[config.mk]
export PLATFORM = sky130hd
export DESIGN_NAME = rv_regfile
export DESIGN_NICKNAME = d
export VERILOG_FILES = /design/src/rv_core_pkg.sv /design/src/rv_regfile.sv
export SDC_FILE = /design/constraint.sdc
export NUM_CORES = 2
export LEC_CHECK = 0
export BUFFER_PORTS_ARGS = -buffer_cell sky130_fd_sc_hd__buf_2
export CAP_MARGIN = 20
export CORE_MARGIN = 2
export CORE_UTILIZATION = 64
export CTS_CLUSTER_DIAMETER = 30
export DETAILED_ROUTE_END_ITERATION = 6
export GPL_ROUTABILITY_DRIVEN = 0
export PLACE_DENSITY = 0.93
export SLEW_MARGIN = 40
export SYNTH_ARGS = -nofsm -noshare
export SYNTH_HDL_FRONTEND = slang
export SYNTH_SLANG_ARGS = --single-unit
[constraint.sdc]
create_clock -name clk -period 3 [get_ports clk]
set_input_delay 0.45 -clock clk [delete_from_list [all_inputs] [get_ports clk]]
set_output_delay 0.45 -clock clk [all_outputs]
set_load 0.01 [all_outputs]
[src/rv_core_pkg.sv]
// RV64 integer core shared types
`default_nettype none

package rv_core_pkg;

    localparam int XLEN       = 64;             // data width
    localparam int NUM_REGS   = 32;             // architectural registers
    localparam int REG_ADDR_W = 5;              // register index width

    localparam logic [31:0] EBREAK_INST = 32'h0010_0073;  // the one and only ebreak

    // major opcodes that pick the operand form
    localparam logic [6:0] OPC_OP_IMM   = 7'b0010011;   // addi, slti, slli ...
    localparam logic [6:0] OPC_OP_IMM32 = 7'b0011011;   // addiw, slliw ...
    localparam logic [6:0] OPC_OP32     = 7'b0111011;   // addw, subw ...
    localparam logic [6:0] OPC_LUI      = 7'b0110111;
    localparam logic [6:0] OPC_AUIPC    = 7'b0010111;

    typedef enum logic [3:0] {
        ALU_ADD,
        ALU_SUB,
        ALU_SLL,
        ALU_SLT,
        ALU_SLTU,
        ALU_XOR,
        ALU_SRL,
        ALU_SRA,
        ALU_OR,
        ALU_AND,
        ALU_LUI,                                // pass operand b
        ALU_AUIPC                               // pc + operand b
    } alu_op_t;

    typedef struct packed {
        logic [XLEN-1:0] pc;
        logic [31:0]     inst;
    } inst_in_t;                                // input stream item

    typedef struct packed {
        alu_op_t               alu_op;
        logic                  word;            // 32-bit op, sign-extend result
        logic                  use_imm;         // operand b is imm
        logic [XLEN-1:0]       imm;
        logic [REG_ADDR_W-1:0] rd;
        logic [REG_ADDR_W-1:0] rs1;
        logic [REG_ADDR_W-1:0] rs2;
        logic                  writes_rd;       // never set for x0
        logic                  illegal;
        logic                  ebreak;
        logic [XLEN-1:0]       pc;
    } decoded_t;

    typedef struct packed {
        decoded_t        dec;
        logic [XLEN-1:0] op_a;                  // forwarded rs1
        logic [XLEN-1:0] op_b;                  // forwarded rs2 or imm
    } exec_t;                                   // stage 1 payload

    typedef struct packed {
        logic [XLEN-1:0]       pc;
        logic [REG_ADDR_W-1:0] rd;
        logic [XLEN-1:0]       value;
        logic                  writes_rd;
        logic                  illegal;
        logic                  ebreak;
    } wb_t;                                     // stage 2 payload and output record

endpackage

`default_nettype wire

[src/rv_regfile.sv]
// Integer register file
`default_nettype none

module rv_regfile (
    input  logic                              clk,
    input  logic                              reset,
    input  logic [rv_core_pkg::REG_ADDR_W-1:0] rs1_addr,
    input  logic [rv_core_pkg::REG_ADDR_W-1:0] rs2_addr,
    output logic [rv_core_pkg::XLEN-1:0]       rs1_data,
    output logic [rv_core_pkg::XLEN-1:0]       rs2_data,
    input  logic                              we,
    input  logic [rv_core_pkg::REG_ADDR_W-1:0] wr_addr,
    input  logic [rv_core_pkg::XLEN-1:0]       wr_data
);
    import rv_core_pkg::*;

    logic [XLEN-1:0] regs [1:NUM_REGS-1];       // x0 has no storage

    // write port, retirement edge
    always_ff @(posedge clk) begin
        if (reset) begin
            for (int i = 1; i < NUM_REGS; i++) begin
                regs[i] <= '0;                  // architectural state starts at zero
            end
        end else if (we && (wr_addr != '0)) begin
            regs[wr_addr] <= wr_data;           // x0 writes ignored
        end
    end

    // async read ports
    always_comb begin
        rs1_data = '0;                          // x0 reads zero
        rs2_data = '0;
        if (rs1_addr != '0) begin
            rs1_data = regs[rs1_addr];
        end
        if (rs2_addr != '0) begin
            rs2_data = regs[rs2_addr];
        end
    end

endmodule

`default_nettype wire

==> results of run 1 <==
-- synthesized netlist by cell type, types with 6 or more instances --
master | instances | area share
mux4_2 | 906 | 0.19
a221oi_1 | 58 | 0.0047
o22a_1 | 6 | 0.00049
edfxtp_1 | 2048 | 0.57
buf_6 | 23 | 0.0024
o211ai_1 | 30 | 0.0021
nand3_1 | 22 | 0.0010
or2_2 | 35 | 0.0020
nor2_1 | 58 | 0.0020
o2111ai_1 | 30 | 0.0024
a21o_1 | 42 | 0.0029
a211oi_1 | 11 | 0.00076
o21ai_0 | 10 | 0.00046
a22oi_1 | 74 | 0.0051
nand2_1 | 109 | 0.0038
buf_2 | 107 | 0.0049
o22ai_1 | 100 | 0.0058
a2111oi_0 | 12 | 0.00097
a22o_1 | 30 | 0.0024
and2_1 | 1986 | 0.11
clkbuf_1 | 581 | 0.020
buf_4 | 35 | 0.0024
and3_1 | 31 | 0.0018
mux2i_1 | 363 | 0.034
nor2b_1 | 15 | 0.00087
nand2b_1 | 7 | 0.00040
buf_1 | 42 | 0.0015
mux2_2 | 122 | 0.013
nor4_1 | 9 | 0.00052
a21oi_1 | 49 | 0.0023
a32oi_1 | 30 | 0.0024
o221ai_1 | 54 | 0.0044
-- per-layer routing --
layer,GRT usage,GRT overflow
met5,0.827,36
met4,0.877,326
met3,0.873,176
met2,0.957,405
met1,0.836,205
-- repair_timing --
| action | CTS |
|---|---|
| pin swaps | 204 |
| hold buffers | 59 |
| gates resized for setup | 444 |
| buffers inserted | 100 |
| hold endpoints to repair | 59 |
| endpoints found under the setup margin | 128 |
-- metrics by stage --
step	instance area [um^2]	utilization	std cells
2_1_floorplan	108000	-	7118
3_3_place_gp	116000	0.694	9278
3_5_place_dp	116000	0.694	9281
4_1_cts	132000	0.786	10100
-- logic make-up after synthesis --
family	Yosys count
simple gates	2285
flops	2048
mux	1391
buf+inv	791
compound gates	539
other cells	1
==> key figures, run 1 <==
CTS
  • Clk sink count: 2048
  • CTS max path bufs: 4
  • Clock buffer count from CTS: 370
  • Root Buffer: clkbuf_16
  • H-tree levels: 5

Run status
  • Status: did not finish
  • Last stage: global routing
  • Stop err: [ERROR GRT-0232] Routing congestion too high. Check the congestion heatmap in the GUI.

Yosys
  • Xor/xnor share of the synthesized area: 0
  • Synthesized area: 108000 um^2
  • Adder-cell area share of the yosys netlist: 0
  • Synth Area per Inst: 15.3 um^2
  • Most used flip-flop cell after synthesis: edfxtp_1
  • Synth Area in Simple Gates: 0.128
  • Sequential area share after synthesis: 0.568
  • Synth Area in Compound Gates: 0.0375
  • #FFs+latches synth: 2048
  • Multiplexer share of the synthesized area: 0.235
  • Post-synth EDFFs: 2048
  • Synth cell types: 43
  • Yosys warns: 0
  • FFs w/ async S/R, synth: 0
  • Largest family of logic cells by synthesized area: multiplexers
  • Cells after Synth: 7055

Floorplan
  • Initial Utilization: 0.646
  • Ports: 210
  • Die width: 415 um
  • Site row count: 150
  • Die Ht: 415 um

Place
  • I/O Buffers: 209
  • Dpl ws: -0.344 ns
  • Hpwl dp: 234000 um

Global route
  • Total GRT Usage: 0.886
  • Global route overflow: 1148
  • Largest net degree at the start of global routing: 74
==> run 2, diff against run 1 <==
Settings changed: CORE_UTILIZATION 64 to 40, CTS_CLUSTER_DIAMETER 30 to default, PLACE_DENSITY 0.93 to default, PLACE_DENSITY_LB_ADDON from default to 0.15.
==> run 2 against run 1 <==
The flow now finishes, with violations (antenna rules, setup timing). Synthesized cell count is the same. Area after synthesis is the same.
==> key figures, run 2 <==
Pwr
  • Internal cell power: 54.0 mW
  • Sequential fraction of design power: 0.462
  • Clock power share: 0.386
  • Max VDD drop: 0.000514 V
  • Psw: 19.3 mW
  • Logic pwr share: 0.152
  • P_leak: 45.7 nW
  • Pwr dens: 564 nW/um^2
  • Switching share of power: 0.263

Global route
  • First-pass GRT wire length: 629000 um
  • Vias in the first global route: 72100
  • Total GRT Usage: 0.338
  • Global route overflow: 0
  • Largest net degree at the start of global routing: 65
  • Initial antenna violation count: 77

Floorplan
  • Ports: 210
  • Die width: 524 um
  • Total core area: 269000 um^2
  • Initial Utilization: 0.403
  • Site row count: 190
  • Die Ht: 524 um
  • Die ar.: 275000 um^2

Yosys
  • FFs w/ async S/R, synth: 0
  • Largest family of logic cells by synthesized area: multiplexers
  • Post-synth EDFFs: 2048
  • Commonest cells in the netlist: 2048 x edfxtp_1, 1986 x and2_1, 906 x mux4_2
  • Synthesized area: 108000 um^2
  • Adder-cell area share of the yosys netlist: 0
  • Synth Area in Compound Gates: 0.0375
  • Xor/xnor share of the synthesized area: 0
  • Post-synth top area cell: edfxtp_1
  • #FFs+latches synth: 2048
  • Synth cell types: 43
  • Yosys warns: 0
  • Multiplexer share of the synthesized area: 0.235
  • Most used flip-flop cell after synthesis: edfxtp_1
  • Synth Area per Inst: 15.3 um^2
  • Top-count cell post-synth: edfxtp_1
  • Sequential area share after synthesis: 0.568
  • Area contributors post-synth: edfxtp_1 57%, mux4_2 19%, and2_1 11%, mux2i_1 3.4%, clkbuf_1 2.0%
  • Cells after Synth: 7055
  • Post-synth top area share: 0.568
  • Synth Area in Simple Gates: 0.128

Worst setup path
  • CP most frequent cell: a2111oi_4
  • Worst Path Buf+Inv: 2
  • Critical Path AT: 2.87 ns
  • Worst setup SP type: flip-flop
  • CP Class: reg2out
  • Slowest Stage Delay on Critical Path: 0.50 ns
  • CP top delay family: multiplexers
  • Slowest-stage cell, CP: mux4_2
  • Worst path required time: 2.55 ns
  • Worst Setup End Kind: output port
  • Cell Chain, Critical Path: mux4_2, mux2i_2, nor2_2, a2111oi_4, buf_4, a2111oi_4, buf_2
  • Max Fanout on Critical Path: 2

STA
  • Setup TNS Final: -8.18 ns
  • Final period util: 1.11
  • Max Slew Vio Count: 0
  • Worst Max-Slew Pin Slew: 0.850 ns
  • RSZ-0062 raised after global routing: true
  • Setup-failing EPs final: 74
  • Final hold viol count: 0
  • Maximum achievable frequency: 301 MHz
  • Worst hold slack: 0.0491 ns
  • Fin crit period: 3.32 ns
  • Fin worst setup slack: -0.320 ns
  • Slew HR: 0.433

CTS
  • CTS tree: built
  • H-tree levels: 4
  • Root Buffer: clkbuf_16
  • Clk sink count: 2048
  • CTS max path bufs: 4
  • CTS clock-pin slew for the worst setup and hold paths: 0.06 ns
  • Clock buffer count from CTS: 230

Place
  • I/O Buffers: 209
  • Hpwl dp: 265000 um
  • Placed cell count: 10800
  • Dpl ws: -0.805 ns

Run
  • Max cap viols: 0

Route
  • DRT antenna net count: 1
  • Final WL: 469000 um
  • Vias/cell: 6.53
  • Starting DRT DRC Count: 11300
  • First-pass DRT Iterations: 6
  • Via count: 73800
  • Avg WL per Cell: 41.5 um
  • Drt drc: 0

Final layout
  • Commonest cells after routing, fill and taps aside: 2048 x edfxtp_1, 1985 x and2_1, 906 x mux4_2, 428 x buf_4, 350 x mux2i_1
  • Top reg by flops: regs
  • Commonest non-fill, non-tap cell in the layout: edfxtp_1
  • Largest registers: regs x2048
  • Number of flip-flops in the largest register: 2048
  • Nets@finish: 7591
  • Final Non-Filler Cells: 11300
  • Synth-to-layout area growth: 20.1%
  • Share of cells above drive strength 1: 0.338

Run status
  • Failing checks: antenna rules, setup timing
  • Status: finished with violations

Min path
  • Min-delay worst type: in2reg
[run 2: layout make-up]
class	count	area, um^2
well taps	3552	4440
clock inverters	135	1240
flip-flops and latches	2048	61500
clock buffers	273	6000
diodes	65	163
inverters	2	10.0
fillers	22600	139000
repair buffers	948	11000
multi-input cells	4279	45700
[run 2: metal layers]
metal | track usage | vias up | part of all wire
met3 | 0.0818 | 1250 | 0.12
met4 | 0.176 | 26 | 0.060
met2 | 0.532 | 5671 | 0.46
li1 | - | 28200 | -
met5 | 0 | - | 0.00032
met1 | 0.434 | 38700 | 0.36
[run 2: cells by family (layout without fill, tap and decap cells)]
| logic type | Yosys count | after routing |
|---|---|---|
| flip-flops | 2048 | 2048 |
| multiplexers | 1391 | 1391 |
| other | 1 | 129 |
| AO/OA/AOI/OAI | 539 | 539 |
| buffers and inverters | 791 | 1358 |
| AND/OR/NAND/NOR | 2285 | 2285 |
[run 2: timing repair]
item,in CTS,in global routing
hold buffers,12,0
pin swaps,180,56
setup buffers,30,63
gates cloned,7,6
endpoints found under the setup margin,124,117
resized for setup,413,99
hold endpoints to repair,12,0
[run 2: power groups by stage]
| stage | logic, mW | clock network (mW) | registers [mW] |
|---|---|---|---|
| finish | 11.1 | 28.3 | 33.9 |
| global route | 11.3 | 29.4 | 34.0 |
| CTS | 10.7 | 28.4 | 33.8 |
| detailed placement | 10.1 | 0 | 34.4 |
| global placement | 10.0 | 0 | 34.3 |
| floorplan | 5.19 | 0 | 34.1 |
[run 2: path summary, 6_finish.rpt]
path,from,end,cells after the start
worst max-delay path,regs[4][42]$_SDFFCE_PN0P_,rs2_data[42],7
worst min-delay path,wr_data[63],regs[0][63]$_DFFE_PP_,1
[run 2: metrics by stage]
stage,power [mW],area [um^2],utilization
floorplan,39.3,108000,-
global placement,44.4,119000,0.444
detailed placement,44.5,119000,0.444
CTS,73.0,129000,0.479
global route,74.7,130000,0.484
finish,73.3,130000,0.484
Power figures use the tool's default switching activity.
