File: src/rv_core_pkg.sv
// RV64 integer core shared types
`default_nettype none

package rv_core_pkg;

    localparam int XLEN       = 64;             // data width
    localparam int NUM_REGS   = 32;             // architectural registers
    localparam int REG_ADDR_W = 5;              // register index width

    localparam logic [31:0] EBREAK_INST = 32'h0010_0073;  // the one and only ebreak

    // major opcodes that pick the operand form
    localparam logic [6:0] OPC_OP_IMM   = 7'b0010011;   // addi, slti, slli ...
    localparam logic [6:0] OPC_OP_IMM32 = 7'b0011011;   // addiw, slliw ...
    localparam logic [6:0] OPC_OP32     = 7'b0111011;   // addw, subw ...
    localparam logic [6:0] OPC_LUI      = 7'b0110111;
    localparam logic [6:0] OPC_AUIPC    = 7'b0010111;

    typedef enum logic [3:0] {
        ALU_ADD,
        ALU_SUB,
        ALU_SLL,
        ALU_SLT,
        ALU_SLTU,
        ALU_XOR,
        ALU_SRL,
        ALU_SRA,
        ALU_OR,
        ALU_AND,
        ALU_LUI,                                // pass operand b
        ALU_AUIPC                               // pc + operand b
    } alu_op_t;

    typedef struct packed {
        logic [XLEN-1:0] pc;
        logic [31:0]     inst;
    } inst_in_t;                                // input stream item

    typedef struct packed {
        alu_op_t               alu_op;
        logic                  word;            // 32-bit op, sign-extend result
        logic                  use_imm;         // operand b is imm
        logic [XLEN-1:0]       imm;
        logic [REG_ADDR_W-1:0] rd;
        logic [REG_ADDR_W-1:0] rs1;
        logic [REG_ADDR_W-1:0] rs2;
        logic                  writes_rd;       // never set for x0
        logic                  illegal;
        logic                  ebreak;
        logic [XLEN-1:0]       pc;
    } decoded_t;

    typedef struct packed {
        decoded_t        dec;
        logic [XLEN-1:0] op_a;                  // forwarded rs1
        logic [XLEN-1:0] op_b;                  // forwarded rs2 or imm
    } exec_t;                                   // stage 1 payload

    typedef struct packed {
        logic [XLEN-1:0]       pc;
        logic [REG_ADDR_W-1:0] rd;
        logic [XLEN-1:0]       value;
        logic                  writes_rd;
        logic                  illegal;
        logic                  ebreak;
    } wb_t;                                     // stage 2 payload and output record

endpackage

`default_nettype wire

File: src/rv_idu.sv
// RV64 integer instruction decoder
`default_nettype none

module rv_idu (
    input  logic [31:0]                  inst,
    input  logic [rv_core_pkg::XLEN-1:0] pc,
    output rv_core_pkg::decoded_t        dec
);
    import rv_core_pkg::*;

    logic [6:0]      opcode;
    logic [2:0]      funct3;
    logic [6:0]      funct7;
    logic [XLEN-1:0] imm_i;
    logic [XLEN-1:0] imm_u;
    logic [XLEN-1:0] imm_sh;
    logic            is_shift;                  // funct3 of a shift-immediate
    logic            is_ebreak;
    logic            legal;                     // matched a supported encoding
    alu_op_t         op;

    assign opcode = inst[6:0];
    assign funct3 = inst[14:12];
    assign funct7 = inst[31:25];

    assign imm_i  = {{(XLEN-12){inst[31]}}, inst[31:20]};        // sign-extended I
    assign imm_u  = {{(XLEN-32){inst[31]}}, inst[31:12], 12'b0}; // upper 20 bits of U
    assign imm_sh = {{(XLEN-6){1'b0}}, inst[25:20]};             // 6-bit shamt
    assign is_shift  = (funct3 == 3'b001) || (funct3 == 3'b101);
    assign is_ebreak = (inst == EBREAK_INST);                    // exact match only

    // keyed on funct7, funct3 and opcode
    always_comb begin
        legal = 1'b1;
        op    = ALU_ADD;
        casez ({funct7, funct3, opcode})
            17'b0000000_000_0110011,                        // add
            17'b???????_000_0010011,                        // addi
            17'b0000000_000_0111011,                        // addw
            17'b???????_000_0011011: op = ALU_ADD;          // addiw
            17'b0100000_000_0110011,                        // sub
            17'b0100000_000_0111011: op = ALU_SUB;          // subw
            17'b0000000_001_0110011,                        // sll
            17'b000000?_001_0010011,                        // slli with 6-bit shamt
            17'b0000000_001_0111011,                        // sllw
            17'b0000000_001_0011011: op = ALU_SLL;          // slliw needs bit 25 zero
            17'b0000000_010_0110011,                        // slt
            17'b???????_010_0010011: op = ALU_SLT;          // slti
            17'b0000000_011_0110011,                        // sltu
            17'b???????_011_0010011: op = ALU_SLTU;         // sltiu
            17'b0000000_100_0110011,                        // xor
            17'b???????_100_0010011: op = ALU_XOR;          // xori
            17'b0000000_101_0110011,                        // srl
            17'b000000?_101_0010011,                        // srli
            17'b0000000_101_0111011,                        // srlw
            17'b0000000_101_0011011: op = ALU_SRL;          // srliw
            17'b0100000_101_0110011,                        // sra
            17'b010000?_101_0010011,                        // srai
            17'b0100000_101_0111011,                        // sraw
            17'b0100000_101_0011011: op = ALU_SRA;          // sraiw
            17'b0000000_110_0110011,                        // or
            17'b???????_110_0010011: op = ALU_OR;           // ori
            17'b0000000_111_0110011,                        // and
            17'b???????_111_0010011: op = ALU_AND;          // andi
            17'b???????_???_0110111: op = ALU_LUI;          // lui
            17'b???????_???_0010111: op = ALU_AUIPC;        // auipc
            default:                 legal = 1'b0;          // ebreak lands here too
        endcase
    end

    // operand form follows the major opcode
    always_comb begin
        dec.alu_op  = op;
        dec.pc      = pc;
        dec.rd      = inst[11:7];
        dec.rs1     = inst[19:15];
        dec.rs2     = inst[24:20];
        dec.word    = (opcode == OPC_OP32) || (opcode == OPC_OP_IMM32);
        dec.use_imm = 1'b0;
        dec.imm     = imm_i;
        case (opcode)
            OPC_OP_IMM, OPC_OP_IMM32: begin
                dec.use_imm = 1'b1;
                dec.imm     = is_shift ? imm_sh : imm_i;     // shamt instead of I-imm
            end
            OPC_LUI, OPC_AUIPC: begin
                dec.use_imm = 1'b1;
                dec.imm     = imm_u;
            end
            default: begin
                dec.use_imm = 1'b0;                         // register-register
            end
        endcase
        dec.ebreak    = is_ebreak;
        dec.illegal   = !legal && !is_ebreak;
        dec.writes_rd = legal && (inst[11:7] != '0);        // x0 writes dropped here
    end

endmodule

`default_nettype wire

File: config.mk
export PLATFORM = sky130hd
export DESIGN_NAME = rv_idu
export DESIGN_NICKNAME = d
export VERILOG_FILES = /design/src/rv_core_pkg.sv /design/src/rv_idu.sv
export SDC_FILE = /design/constraint.sdc
export NUM_CORES = 1
export LEC_CHECK = 0
export BUFFER_PORTS_ARGS = -buffer_cell sky130_fd_sc_hd__buf_2
export CAP_MARGIN = 0
export CORE_AREA = 2 2 95 97
export DETAILED_ROUTE_END_ITERATION = 8
export DIE_AREA = 0 0 97 99
export GPL_ROUTABILITY_DRIVEN = 0
export PLACE_DENSITY = 0.6
export RECOVER_POWER = 25
export REMOVE_ABC_BUFFERS = 1
export SLEW_MARGIN = 20
export SYNTH_ARGS = -nofsm -noshare
export SYNTH_HDL_FRONTEND = slang
export SYNTH_SLANG_ARGS = --single-unit
File: constraint.sdc
create_clock -name vclk -period 5.2
set_clock_uncertainty 0.15 [all_clocks]
set_input_delay 0.52 -clock vclk [all_inputs]
set_output_delay 0.52 -clock vclk [all_outputs]
set_load 0.01 [all_outputs]
**Word-level counts from Yosys, hierarchy flattened**

Cells that the tools add are included.

- Add/sub/neg operators: 0
- $mul: 0
- Divide/modulo/power cells: 0
- Magnitude comparators: 0
- Equal/unequal tests: 36
- Shift-type cells: 0
- Multiplexer cells: 5
- Bitwise gates (word level): 0
- Reductions and logical operators: 20

Operators by type and width:

| operator | number |
|---|---|
| $pmux 64 s2 | 1 |
| $eq 17x10->1 const B | 6 |
| $eq 17x16->1 const B | 5 |
| $mux 64 | 1 |
| $eq 17x8->1 const B | 3 |
| $pmux 4 s11 | 1 |
| $eq 17x6->1 const B | 2 |
| $eq 17x9->1 const B | 2 |
| $eq 32x21->1 const B | 1 |
| $eq 10x10->1 const B | 3 |
| $reduce_or 30->1 | 1 |
| $eq 7x5->1 const B | 3 |
| $eq 10x5->1 const B | 2 |
| $eq 10x9->1 const B | 2 |
| $eq 16x10->1 const B | 1 |
| $eq 16x15->1 const B | 1 |
| $eq 16x8->1 const B | 1 |
| $reduce_or 2->1 | 8 |
| $reduce_or 4->1 | 4 |
| $eq 7x6->1 const B | 2 |
| $reduce_bool 5->1 | 1 |
| $eq 3x1->1 const B | 1 |
| $eq 3x3->1 const B | 1 |
| $logic_and 1x1->1 | 2 |
| other kinds (3) | 6 |

- Register bits: 0
- Bits in latches: 0
- RAM bits: 0
- ROM bits: 0
- Bits of input ports: 96
- Output and inout bits: 152
- Word-level logic and storage cells: 61
- Memories kept: 0

**Depth between registers and ports, before layout**

- Depth after elaboration: 5
- Depth in mapped cells: 6
- Depth with buffers taken out: 5

**Least setup slack after synthesis**

Ideal clock, no wire load.

- Path type: in2out
- Start: input port inst[6]
- End: output port dec[114] (netlist name)
- Data arrival time: 2.608 ns
- Required time: 4.530 ns
- Setup slack: 1.922 ns
- Stages on the path: 4
- Buffers on the path: 1
- Cells stage by stage: nand4b_1 -> nor2_1 -> a31oi_1 -> buf_4

RTL lines:

| element | RTL line | RTL |
|---|---|---|
| from (decl) | rv_idu.sv:5 | `input logic [31:0] inst,` |
| to (decl) | rv_idu.sv:7 | `output rv_core_pkg::decoded_t dec` |

==> summary.md <==
| Metric | Value |
|---|---|
| First-pass GRT wire length | `11.7 mm` |
| Largest family of logic cells by synthesized area | `buffers and inverters` |
| Setup bufs post-CTS | `0` |
| Hold crit path type | `in -> out` |
| Top cell type's share of synthesized area | `56.4%` |
| Mux share of post-synthesis cell area | `0.672%` |
| Fin crit share | `between 50 and 60%` |
| Initial core utilization | `17.4%` |
| Met3 routed WL | `2.94 mm` |
| Row count | `34` |
| Post-Layout Cell Count | `roughly 320` |
| Max-Cap Viols | `0` |
| Area Overhead vs Synth | `-8.06%` |
| Post-route ant nets | `0` |
| Setup ws final | `2.17 ns` |
| Post-synthesis sequential area ratio | `0%` |
| HP Start | `pc[10]` |
| Drt via density | `about 4.3` |
| Synth area leader | `buf_4` |
| Met2 WL | `approximately 3.6 mm` |
| Avg Inst Size Synth | `slightly above 7 um2` |
| Pre-antenna DRT Iters | `4` |
| Initial antenna violation count | `0` |
| Synth top area cells | `buf_4 (56%), a21o_1 (9.1%), and2_1 (2.5%)` |
| Fin. Hold Viols | `0` |
| Number of buffers added on ports | `120` |
| Width of the die | `approximately 97 um` |
| Die area | `9600 um2` |
| Actual slew at the worst max-slew pin | `0.970 ns` |
| Cell Area, Synth | `1490 um2` |
| Final Max Slew Viols | `0` |
| Final period demand of the worst path | `roughly 3.0 ns` |
| Antenna cell count | `0` |
| Post-DP HPWL | `between 8 and 9 mm` |
| Hold depth | `0` |
| WL/cell | `around 28 um` |
| Layout cells sized above 1 | `between 60% and 70%` |
| Kind of start point of the critical path | `primary input` |
| Synth Area in Compound Gates | `a little under a fifth` |
| Top cells by count, synth | `buf_4 (112), a21o_1 (18)` |
| Post-cts repair resize count | `0` |
| Worst slew margin relative to its limit | `35.1%` |
| Die outline height | `between 90 and 100 um` |
| Count leader, synth | `buf_4` |
| Synth Area in Adders | `0%` |
| Seq cells | `0` |
| Pwr dens | `74.7 nW/um2` |
| Crit path kind | `in -> out` |
| Pre-CTS WS | `between 2 and 2.5 ns` |
| CP Capture Type | `output pin` |
| DRT iter0 DRCs | `slightly below 50` |
| Nets | `between 300 and 400` |
| RSZ-0062 raised after global routing | `no` |
| Xor/xnor cell area share of the yosys netlist | `0%` |
| Hold_ws | `roughly 0.89 ns` |
| Vias in the first global route | `between 1k and 1.5k` |
| # setup viols final | `0` |
| WP data required | `4.53 ns` |
| Placed cells | `321` |
| Final core occ | `16.0%` |
| Synthesis Warnings | `0` |
| Min-Delay Endpoint | `dec[10]` |
| CTS Hold Bufs | `0` |
| Total GRT Usage | `17.5%` |
| Critical path fanouts, max | `20` |
| Status | `complete, no violations` |
| Post-Syn Instances | `211` |
| P_leak | `between 0.8 and 0.9 nW` |
| Post-layout power | `about 100 uW` |
| Top Metal Used | `met5` |
| Vias | `1384` |
| Distinct cells, synth | `between 40 and 50` |
| DRT Wirelength | `around 9 mm` |
| WP data arrival | `2.36 ns` |
| # IOs | `between 200 and 250` |
| Wire length on met1 | `2.41 mm` |
| Max frequency | `approximately 330 MHz` |
| Synth Area in Simple Gates | `20.8%` |
| Reg area | `0 um2` |
| Largest net degree at the start of global routing | `34` |
| Total gr overflow | `0` |
| DRC Markers | `0` |
| Core area | `~8600 um2` |
| Clk_buf instances | `0` |
| Maximum VDD drop | `~0.021 mV` |
==> cell families (layout without fill, tap and decap cells) <==
logic type      after synthesis  in the layout
compound gates               36             36
buf+inv                     125            127
mux                           1              1
simple gates                 49             49
==> report_power, final <==
part	total [mW]	switching (mW)	internal, mW
registers	0	0	0
clock network	0	0	0
logic	0.102	0.0591	0.0433
total	0.102	0.0591	0.0433
==> layer usage <==
layer / vias to the layer above / GRT usage, %
met5: - / 5.13
met3: 4 / 27.7
met4: 4 / 1.19
met1: 601 / 13.4
met2: 170 / 24.2
li1: 605 / -
==> stage by stage <==
stage | TNS, ns | area (um2)
final | 0 | 1370
after global placement | 0 | 1370
after CTS | 0 | 1370
after global routing | 0 | 1370
after floorplan | -49.82 | 616
after detailed placement | 0 | 1370
==> cells in the final DEF (no fill, tap or decap), drive strengths merged, types with 2 or more instances in the layout <==
cell type / count
a21o: 19
a31oi: 2
and2: 7
buf: 121
inv: 6
nand2: 5
nand3: 3
nor2: 6
nor2b: 6
nor3: 6
nor4: 5
nor4b: 2
o21ai: 5
or4: 2
==> critical path, cell delays in order <==
cell and delay (ns):
buf_2 0.11, nand4b_1 0.23, nor2_1 0.12, a31oi_1 0.36
and2_1 0.71, a21o_1 0.17, buf_2 0.13
==> worst max-delay path by stage <==
stage | from | to | slack [ns] | depth (start not counted)
after floorplan | inst[6] | dec[113] | -1.51 | 3
after global placement | inst[0] | dec[95] | 2.27 | 7
after detailed placement | inst[6] | dec[95] | 2.17 | 7
after CTS | inst[6] | dec[95] | 2.17 | 7
after global routing | inst[6] | dec[95] | 1.97 | 7
final | inst[0] | dec[95] | 2.17 | 7
==> area by class of cell <==
type               count  area (um2)
fillers              964        7180
repair buffers       121         608
well taps            108         135
inverters              6        22.5
multi-input cells     86         604
Power figures use the tool's default switching activity.
